### src/design/norm_round_pkg.sv
/*
  Shared widths, encodings and stage structs for the divide/sqrt normalizer.
  The datapath is sized for FP32; FP16 values sit left-aligned in it.
  Rounding-mode codes outside the four named ones act as truncate.
*/

package norm_round_pkg;

  //////////////////////////////
  // Format widths
  //////////////////////////////
  localparam int c_mant_fp32 = 23;  // Stored fraction bits
  localparam int c_exp_fp32  = 8;
  localparam int c_mant_fp16 = 10;
  localparam int c_exp_fp16  = 5;

  localparam int c_mant_w = c_mant_fp32 + 5;  // Hidden bit, fraction, 4 extra bits
  localparam int c_exp_w  = c_exp_fp32 + 2;   // Signed, one guard bit above the format

  // Canonical quiet NaN, top fraction bit only
  localparam logic [c_mant_fp32-1:0] c_mant_nan = {1'b1, {(c_mant_fp32-1){1'b0}}};
  localparam logic [c_exp_w-1:0]     c_exp_one  = 1;

  //////////////////////////////
  // Encodings
  //////////////////////////////
  typedef enum logic {
    fmt_fp32 = 1'b0,
    fmt_fp16 = 1'b1
  } fmt_e;

  typedef enum logic [2:0] {
    rnd_nearest   = 3'h0,  // Nearest, ties to even
    rnd_trunc     = 3'h1,
    rnd_plus_inf  = 3'h2,
    rnd_minus_inf = 3'h3
  } rnd_mode_e;

  typedef enum logic {
    op_div  = 1'b0,
    op_sqrt = 1'b1
  } op_e;

  //////////////////////////////
  // Stage structs
  //////////////////////////////
  typedef struct packed {
    logic nan_a;
    logic nan_b;
    logic inf_a;
    logic inf_b;
    logic zero_a;
    logic zero_b;
  } operand_class_t;

  typedef struct packed {
    logic                      sign;
    logic signed [c_exp_w-1:0] exp;   // Unbiased overflow possible in both directions
    logic [c_mant_w-1:0]       mant;  // 1.x or 0.1x plus rounding bits
  } raw_result_t;

  typedef struct packed {
    logic nv;  // Always zero here
    logic dz;
    logic of;
    logic uf;
    logic nx;
  } fflags_t;

  typedef struct packed {
    logic    hit;           // Operand classes decide the result
    logic    sign;
    logic    exp_all_ones;  // Else exponent is zero
    logic    mant_nan;      // Else fraction is zero
    fflags_t flags;
  } special_t;

  typedef struct packed {
    logic                  sign;
    logic [c_exp_fp32-1:0] exp;
    logic [c_mant_fp32:0]  mant;   // Hidden bit included
    logic [c_mant_w-1:0]   extra;  // Bits below mant, MSB first
    fflags_t               flags;
  } norm_t;

endpackage

### src/design/special_case_resolver.sv
/*
  Operand-class priority chain for the divide/sqrt result.
  Purely combinational. A NaN result always gets sign 0 and the
  canonical fraction; nv is never raised here.
*/

`timescale 1ns/10ps

module special_case_resolver
  import norm_round_pkg::*;
(
  input  operand_class_t cls,
  input  op_e            op,
  input  logic           sign,   // Sign of the raw quotient or root
  output special_t       special
);

  logic is_div;
  logic is_sqrt;
  logic nan_res;

  assign is_div  = (op == op_div);
  assign is_sqrt = (op == op_sqrt);

  //////////////////////////////
  // Priority chain
  //////////////////////////////
  always_comb
  begin
    special              = '0;
    special.hit          = 1'b1;  // Cleared in the final else
    special.sign         = sign;
    special.exp_all_ones = 1'b1;
    nan_res              = 1'b0;

    if (cls.nan_a)                            // NaN in a
    begin
      nan_res = 1'b1;
    end
    else if (cls.nan_b)                       // NaN in b
    begin
      nan_res = 1'b1;
    end
    else if (cls.inf_a)
    begin
      if (is_div && cls.inf_b)                // Inf/Inf
        nan_res = 1'b1;
      else
        special.flags.of = 1'b1;              // Signed Inf
    end
    else if (is_div && cls.inf_b)             // x/Inf gives zero
    begin
      special.exp_all_ones = 1'b0;
      special.flags.of     = 1'b1;
    end
    else if (cls.zero_a)
    begin
      if (is_div && cls.zero_b)               // 0/0
      begin
        nan_res          = 1'b1;
        special.flags.dz = 1'b1;
      end
      else
        special.exp_all_ones = 1'b0;          // Signed zero
    end
    else if (is_div && cls.zero_b)            // x/0 gives Inf
    begin
      special.flags.dz = 1'b1;
    end
    else if (is_sqrt && sign)                 // Root of a negative
    begin
      nan_res = 1'b1;
    end
    else
    begin
      special = '0;                           // Numeric path decides
    end

    // Canonical NaN overrides sign and fraction
    if (nan_res)
    begin
      special.sign     = 1'b0;
      special.mant_nan = 1'b1;
    end
  end

endmodule

### src/design/exponent_normalizer.sv
/*
  Numeric normalization of the raw quotient or root, per format.
  Negative exponents shift right into a denormal; the bits shifted out
  land in the extra field for sticky. A special hit overrides all of it.
*/

`timescale 1ns/10ps

module exponent_normalizer
  import norm_round_pkg::*;
(
  input  raw_result_t raw,
  input  fmt_e        fmt,
  input  special_t    special,
  output norm_t       norm
);

  logic                      is_fp16;
  logic                      exp_top_bit;   // Bit at the format width
  logic                      exp_all_set;   // All format exponent bits set
  logic signed [c_exp_w-1:0] exp_max_rs;    // Exponent after a full-mantissa right shift
  logic [c_exp_w-1:0]        num_rs;        // Right shifts to reach a denormal
  logic [c_exp_w-1:0]        exp_sub_one;
  logic [c_mant_fp32:0]      mant_rs;
  logic [c_mant_w-1:0]       mant_sticky;
  logic                      mant_msb;
  norm_t                     num;           // Numeric path result

  assign is_fp16  = (fmt == fmt_fp16);
  assign mant_msb = raw.mant[c_mant_w-1];

  //////////////////////////////
  // Format dependent checks
  //////////////////////////////
  always_comb
  begin
    if (is_fp16)
    begin
      exp_top_bit = raw.exp[c_exp_fp16];
      exp_all_set = &raw.exp[c_exp_fp16-1:0];
      exp_max_rs  = raw.exp + c_exp_w'(c_mant_fp16 + 1);
    end
    else
    begin
      exp_top_bit = raw.exp[c_exp_fp32];
      exp_all_set = &raw.exp[c_exp_fp32-1:0];
      exp_max_rs  = raw.exp + c_exp_w'(c_mant_fp32 + 1);
    end
  end

  // Shift count is 1 - exp, only meaningful for negative exponents
  assign num_rs      = c_exp_one - raw.exp;
  assign exp_sub_one = raw.exp - c_exp_one;

  assign {mant_rs, mant_sticky} = {raw.mant, {(c_mant_fp32+1){1'b0}}} >> num_rs;

  //////////////////////////////
  // Numeric path
  //////////////////////////////
  always_comb
  begin
    num       = '0;
    num.sign  = raw.sign;

    if (raw.exp == '0)
    begin
      if (raw.mant != '0)                       // Denormal, shift right once
      begin
        num.flags.uf = 1'b1;
        num.mant     = {1'b0, raw.mant[c_mant_w-1:5]};
        num.extra    = {raw.mant[4:0], {(c_mant_w-5){1'b0}}};
      end
    end
    else if ((raw.exp == c_exp_one) && !mant_msb) // Denormal, no shift
    begin
      num.flags.uf = 1'b1;
      num.mant     = raw.mant[c_mant_w-1:4];
      num.extra    = {raw.mant[3:0], {(c_mant_w-4){1'b0}}};
    end
    else if (raw.exp[c_exp_w-1])                // Negative exponent
    begin
      if (exp_max_rs[c_exp_w-1])
        num.flags.of = 1'b1;                    // Nothing left, signed zero
      else
      begin
        num.flags.uf = 1'b1;
        num.mant     = mant_rs;
        num.extra    = mant_sticky;
      end
    end
    else if (exp_top_bit)                       // Past the format range
    begin
      num.flags.of = 1'b1;
      num.exp      = '1;
    end
    else if (exp_all_set)
    begin
      if (!mant_msb)                            // 0.1x pulls it back in range
      begin
        num.exp   = exp_sub_one[c_exp_fp32-1:0];
        num.mant  = raw.mant[c_mant_w-2:3];
        num.extra = {raw.mant[2:0], {(c_mant_w-3){1'b0}}};
      end
      else
      begin
        num.flags.of = 1'b1;                    // Inf
        num.exp      = '1;
      end
    end
    else if (mant_msb)                          // Normal 1.x
    begin
      num.exp   = raw.exp[c_exp_fp32-1:0];
      num.mant  = raw.mant[c_mant_w-1:4];
      num.extra = {raw.mant[3:0], {(c_mant_w-4){1'b0}}};
    end
    else                                        // Normal 0.1x
    begin
      num.exp   = exp_sub_one[c_exp_fp32-1:0];
      num.mant  = raw.mant[c_mant_w-2:3];
      num.extra = {raw.mant[2:0], {(c_mant_w-3){1'b0}}};
    end
  end

  //////////////////////////////
  // Special override
  //////////////////////////////
  always_comb
  begin
    if (special.hit)
    begin
      norm       = '0;                          // Zero extra, never rounds
      norm.sign  = special.sign;
      norm.exp   = special.exp_all_ones ? '1 : '0;
      norm.mant  = special.mant_nan ? {1'b0, c_mant_nan} : '0;
      norm.flags = special.flags;
    end
    else
      norm = num;
  end

endmodule

### src/design/mantissa_rounder.sv
/*
  Rounds the normalized mantissa at the last fraction bit of the format.
  FP16 fractions come out left-aligned in the 23-bit frac port.
  nx follows the round-up decision; a carry out bumps the exponent.
*/

`timescale 1ns/10ps

module mantissa_rounder
  import norm_round_pkg::*;
(
  input  norm_t                 norm,
  input  fmt_e                  fmt,
  input  rnd_mode_e             rnd_mode,
  output logic [c_exp_fp32-1:0] exp,
  output logic [c_mant_fp32-1:0] frac,
  output fflags_t               flags
);

  logic [c_mant_fp32:0]   mant_upper;    // Kept bits, hidden bit on top
  logic [1:0]             mant_lower;    // Guard and round
  logic                   sticky;
  logic                   last_bit;      // LSB of the kept fraction
  logic                   inexact;
  logic                   round_up;
  logic [c_mant_fp32:0]   round_vec;
  logic [c_mant_fp32+1:0] mant_rounded;
  logic                   renorm;

  //////////////////////////////
  // Guard, round, sticky
  //////////////////////////////
  always_comb
  begin
    if (fmt == fmt_fp16)
    begin
      mant_upper = {norm.mant[c_mant_fp32:c_mant_fp32-c_mant_fp16],
                    {(c_mant_fp32-c_mant_fp16){1'b0}}};
      mant_lower = norm.mant[c_mant_fp32-c_mant_fp16-1 -: 2];
      sticky     = |{norm.mant[c_mant_fp32-c_mant_fp16-3:0], norm.extra};
      last_bit   = norm.mant[c_mant_fp32-c_mant_fp16];
    end
    else
    begin
      mant_upper = norm.mant;
      mant_lower = norm.extra[c_mant_w-1 -: 2];  // First two bits below mant
      sticky     = |norm.extra[c_mant_w-3:0];
      last_bit   = norm.mant[0];
    end
  end

  assign inexact = (|mant_lower) | sticky;

  //////////////////////////////
  // Round-up decision
  //////////////////////////////
  always_comb
  begin
    case (rnd_mode)
      rnd_nearest:
        round_up = mant_lower[1] && (mant_lower[0] || sticky || last_bit);
      rnd_trunc:
        round_up = 1'b0;
      rnd_plus_inf:
        round_up = inexact && !norm.sign;
      rnd_minus_inf:
        round_up = inexact && norm.sign;
      default:
        round_up = 1'b0;                   // Unknown codes truncate
    endcase
  end

  // One ULP at the format's last fraction bit
  always_comb
  begin
    round_vec = '0;
    if (fmt == fmt_fp16)
      round_vec[c_mant_fp32-c_mant_fp16] = round_up;
    else
      round_vec[0] = round_up;
  end

  //////////////////////////////
  // Add and renormalize
  //////////////////////////////
  assign mant_rounded = {1'b0, mant_upper} + {1'b0, round_vec};
  assign renorm       = mant_rounded[c_mant_fp32+1];  // Carry out of 1.111

  assign frac = renorm ? mant_rounded[c_mant_fp32:1] : mant_rounded[c_mant_fp32-1:0];
  assign exp  = norm.exp + c_exp_fp32'(renorm);

  always_comb
  begin
    flags    = norm.flags;
    flags.nx = round_up;
  end

endmodule

### src/design/norm_round_unit.sv
/*
  Top of the divide/sqrt normalize and round stage.
  One output register stage, latency one cycle, no back-pressure.
  Outputs only mean something while out_valid is high.
  FP16 results are NaN-boxed with ones in the upper half.
*/

`timescale 1ns/10ps

module norm_round_unit
  import norm_round_pkg::*;
(
  input  logic           clk,
  input  logic           reset,
  input  logic           in_valid,
  input  raw_result_t    in_raw,
  input  operand_class_t in_class,
  input  op_e            op,
  input  fmt_e           fmt,
  input  rnd_mode_e      rnd_mode,
  output logic           out_valid,
  output logic [31:0]    result,
  output fflags_t        fflags
);

  special_t               special;
  norm_t                  norm;
  logic [c_exp_fp32-1:0]  rnd_exp;
  logic [c_mant_fp32-1:0] rnd_frac;
  fflags_t                rnd_flags;
  logic [31:0]            result_d;   // Packed and boxed, before the register

  //////////////////////////////
  // Combinational stages
  //////////////////////////////
  special_case_resolver u_special (
    .cls     (in_class),
    .op      (op),
    .sign    (in_raw.sign),
    .special (special)
  );

  exponent_normalizer u_normalizer (
    .raw     (in_raw),
    .fmt     (fmt),
    .special (special),
    .norm    (norm)
  );

  mantissa_rounder u_rounder (
    .norm     (norm),
    .fmt      (fmt),
    .rnd_mode (rnd_mode),
    .exp      (rnd_exp),
    .frac     (rnd_frac),
    .flags    (rnd_flags)
  );

  // Field packing per format
  always_comb
  begin
    if (fmt == fmt_fp16)
      result_d = {16'hffff, norm.sign, rnd_exp[c_exp_fp16-1:0],
                  rnd_frac[c_mant_fp32-1 -: c_mant_fp16]};  // Fraction is left-aligned
    else
      result_d = {norm.sign, rnd_exp, rnd_frac};
  end

  //////////////////////////////
  // Output register
  //////////////////////////////
  always_ff @(posedge clk)
  begin
    if (reset)
    begin
      out_valid <= 1'b0;
      result    <= '0;
      fflags    <= '0;
    end
    else
    begin
      out_valid <= in_valid;
      if (in_valid)             // Hold last answer between items
      begin
        result <= result_d;
        fflags <= rnd_flags;
      end
    end
  end

endmodule

### config.mk
export PLATFORM = sky130hd
export DESIGN_NAME = norm_round_unit
export DESIGN_NICKNAME = d
export VERILOG_FILES = /design/src/design/norm_round_pkg.sv /design/src/design/special_case_resolver.sv /design/src/design/exponent_normalizer.sv /design/src/design/mantissa_rounder.sv /design/src/design/norm_round_unit.sv
export SDC_FILE = /design/constraint.sdc
export NUM_CORES = 1
export LEC_CHECK = 0
export BUFFER_PORTS_ARGS = -buffer_cell sky130_fd_sc_hd__buf_2
export CORE_ASPECT_RATIO = 1.25
export CORE_MARGIN = 5
export CORE_UTILIZATION = 50
export CTS_BUF_LIST = sky130_fd_sc_hd__clkbuf_2 sky130_fd_sc_hd__clkbuf_4 sky130_fd_sc_hd__clkbuf_8
export DETAILED_ROUTE_END_ITERATION = 12
export PLACE_DENSITY = 0.78
export SYNTH_ARGS = -nofsm -noshare
export SYNTH_HDL_FRONTEND = slang
export SYNTH_SLANG_ARGS = --single-unit
export TNS_END_PERCENT = 30
### constraint.sdc
create_clock -name clk -period 18 [get_ports clk]
set_clock_uncertainty 0.15 [all_clocks]
set_input_delay 1.8 -clock clk [delete_from_list [all_inputs] [get_ports clk]]
set_output_delay 1.8 -clock clk [all_outputs]
set_load 0.01 [all_outputs]
==> results.md <==
- Outcome: complete, no violations
- Crit path cell chain: buf_2 > buf_4 > clkinv_1 > ha_1 > buf_4 > clkinv_1 > a22o_1 > and4_4 > or4_1 > and2_1 > or4_1 > or4_1 > a221oi_2 > a221o_2 > nor2_1 > ha_1 > a41oi_4 > nor3_1 > ha_1 > nand3b_1 > nor4b_1 > o21ai_0 > a311oi_1 > a311oi_1
- Met2 Usage GRT: 49.4%
- Hold Crit Start: fflags[0]
- Count of state elements after synthesis: 37
- P_leak: 2.61 nW
- Post-Place Worst Slack: 7.70 ns
- Routed WL: 26.1 mm
- Dpl cell area: 0.00721 mm²
- Worst r2r src: result[9]
- Ratio of cells with drive above 1 in the final layout: between 10% and 20%
- Area leader, netlist: dfxtp_1
- Synth Net Count: 974
- Num CTS Buffers: 5
- Seq/Total Area, Yosys: 10.8%
- Initial Utilization: 51.3%
- H-tree depth: 2
- Async S/R FF share, synth: 0%
- Hold buffers post-CTS: 0
- Area growth, synth to finish: 7.30%
- Post-CTS setup buffer count: 0
- Via-per-instance ratio: 7.33
- CTS root buffer: clkbuf_8
- All-Layer GR Usage: 30.6%
- CP Class: in -> reg
- Arrival time at the worst endpoint: between 10 and 15 ns
- Busiest grt layer: met2
- Antenna viol nets, final: 0
- CP max-delay cell: clkinv_1
- FF-to-FF path depth: 3
- WP data required: ~18 ns
- Layout Cell Area excl Fill: between 0.007 and 0.008 mm²
- Worst skew pair latency: 0.30 ns
- Worst-margin pin slew: 0.895 ns
- R2r setup slk: 16.97 ns
- IO Count: 91
- Die height: roughly 140 µm
- Max Cap Viol: 0
- Synth Flop Type: dfxtp_1
- PostCTS Resize Cnt: 0
- Sw power: around 0.12 mW
- DR iter-0 viols: roughly 1100
- Sw frac: 38.3%
- Nets: 990
- RD Place Congestion: ~1.0
- Critical Path End Type: flop
- Mean routed wirelength per cell: 23.8 µm
- Placement row count: 47
- Mapped Area: approximately 0.007 mm²
- Setup TNS: 0 ns
- Slew Limit Fails: 0
- Avg Cell Area, Syn: 7.53 µm²
- Critical Path Source Type: primary input
- Clk pin slew, worst setup/hold paths: approximately 0.080 ns
- Vias in the first global route: 7342
- Number of port buffers: 89
- Core Box Area: 0.0133 mm²
- Detailed-route via count: ~8000
- Crit Path Max Fanout: 46
- Final Hold Vio Count: 0
- Commonest cells in the synthesized netlist: nor2_1 (83), nand2_1 (65), clkbuf_1 (55)
- Min Clock Period, post-route: 10.06 ns
- Setup ws final: about 7.9 ns
- Routing usage on met3: 2.79%
- Total Die Area: 0.0161 mm²
- Ant diodes: 0
- Internal power: 0.193 mW
- Hold Crit Class: reg -> reg
- Synth cell types: 91
- First-pass GRT wire length: 39.7 mm
- Clock network power share: a little over a quarter
- Width of the die: 115 µm
- Period utilization: 55.9%
- Peak VDD IR: 0.0615 mV
- Hold Path Depth: 2
- Maximum clock path buffer count: 2
- Synth top area share: 10.8%
- CTS tree: built
- Most frequent cell after synthesis: nor2_1
- Met1 usage: a little under two fifths
- CTS sink count: 37
- DRC: 0
- RSZ-0062 raised after global routing: false
- Relative slew slack: 40.1%
- Power per Cell Area: 42.7 mW/mm²
- Synth top area cells: dfxtp_1 (11%), mux4_2 (9.2%), nor2_1 (4.6%), mux2i_1 (4.1%), a21oi_1 (3.6%)
- Initial antenna violation count: 0
- Yosys warning count: 0
- Final setup violation count: 0
- Seq pwr share: 28.3%
- Min-Delay Endpoint: fflags[0]
- CP peak stage delay: 0.74 ns
- RR Endpoint: result[9]
- Congestion Overflow GR: 0
- Post-synth EDFFs: 0
- Combinational group share of total power: about 45%
- Pin count of the biggest net entering global routing: 56
- DP Wirelength: 19.7 mm
- Synth Instances: about 900
- FMAX: 99.4 MHz
- DRT Pass-1 Iters: 7
## power by group through the flow
stage                     clock, mW  sequential (mW)  combinational, mW
after global placement            0           0.0905              0.135
after floorplan                   0           0.0928             0.0950
after CTS                    0.0858           0.0888              0.136
after detailed placement          0           0.0906              0.136
after global routing         0.0883           0.0893              0.149
final                        0.0849           0.0888              0.140
## final cells by class
class,instances,area (µm²)
clock inverters,3,65.1
multi-input cells,758,5630
clock buffers,5,68.8
flip-flops and latches,37,741
fillers,1303,6010
well taps,171,214
inverters,20,75.1
repair buffers,102,543
## worst max-delay path, delay by kind of cell
family / cells / cell delay [ns]
simple gates: 9 / 3.05
fa+ha+maj: 3 / 1.17
buf+inv: 5 / 2.16
compound gates: 7 / 1.83
## cells in the final DEF (no fill, tap or decap), types with 7 or more instances in the layout
cell type	netlist	final
nand2_1	65	65
buf_4	4	13
a221oi_1	9	9
dfxtp_1	37	37
nand4_1	18	18
o211a_1	7	7
nor4_1	22	22
xor2_1	8	7
a211oi_1	13	13
a21oi_1	49	49
mux4_2	28	28
or3_1	12	12
nor2_1	83	83
o211ai_1	19	19
xnor2_1	16	15
nor2b_1	11	11
and2_1	12	12
o22ai_1	18	18
o2111ai_1	8	8
a311oi_1	16	16
nor3_1	34	34
o21ai_0	39	39
inv_1	17	17
o21a_1	7	7
and3_1	10	10
nand3_1	40	40
mux2i_1	28	28
ha_1	13	13
mux2_2	13	13
o221ai_1	12	12
buf_2	25	89
a31oi_1	17	17
## routing by layer
layer,share of wire [%],vias to the layer above
met5,0,-
met4,8.0,0
met3,8.9,126
met2,45,505
met1,38,3759
li1,-,3642
## worst max path at each step
stage          startpoint    endpoint
3_5_place_dp   in_raw[29]  result[30]
5_1_grt        in_raw[29]  result[30]
2_1_floorplan  in_raw[29]  result[30]
6_report       in_raw[29]  result[30]
3_3_place_gp   in_raw[29]  result[30]
4_1_cts        in_raw[29]  result[30]
## flip-flops by register name, summed over array words and instances (netlist names)
name,count
fflags,4
out_valid,1
result,32
## per-stage QoR
stage	total power, mW	std cells	util (%)	hold WS, ns
2_1_floorplan	0.188	908	-	0.335
3_3_place_gp	0.226	1088	54.0	0.301
3_5_place_dp	0.227	1088	54.0	0.303
4_1_cts	0.311	1096	55.0	0.320
5_1_grt	0.326	1096	55.0	0.348
6_report	0.314	1096	55.0	0.317
## cells by family after synthesis
| family | Yosys count | share of synthesized area [%] |
|---|---|---|
| and+or+nand+nor | 347 | 26.5 |
| AOI/OAI and AO/OA | 299 | 32.6 |
| buffers and inverters | 113 | 7.26 |
| muxes | 74 | 17.4 |
| DFF | 37 | 10.8 |
| xor gates and xnor gates | 24 | 3.07 |
| adders and majority gates | 13 | 2.38 |
| other | 1 | 0.0548 |
Note: power is estimated with default switching activity, not from simulation.
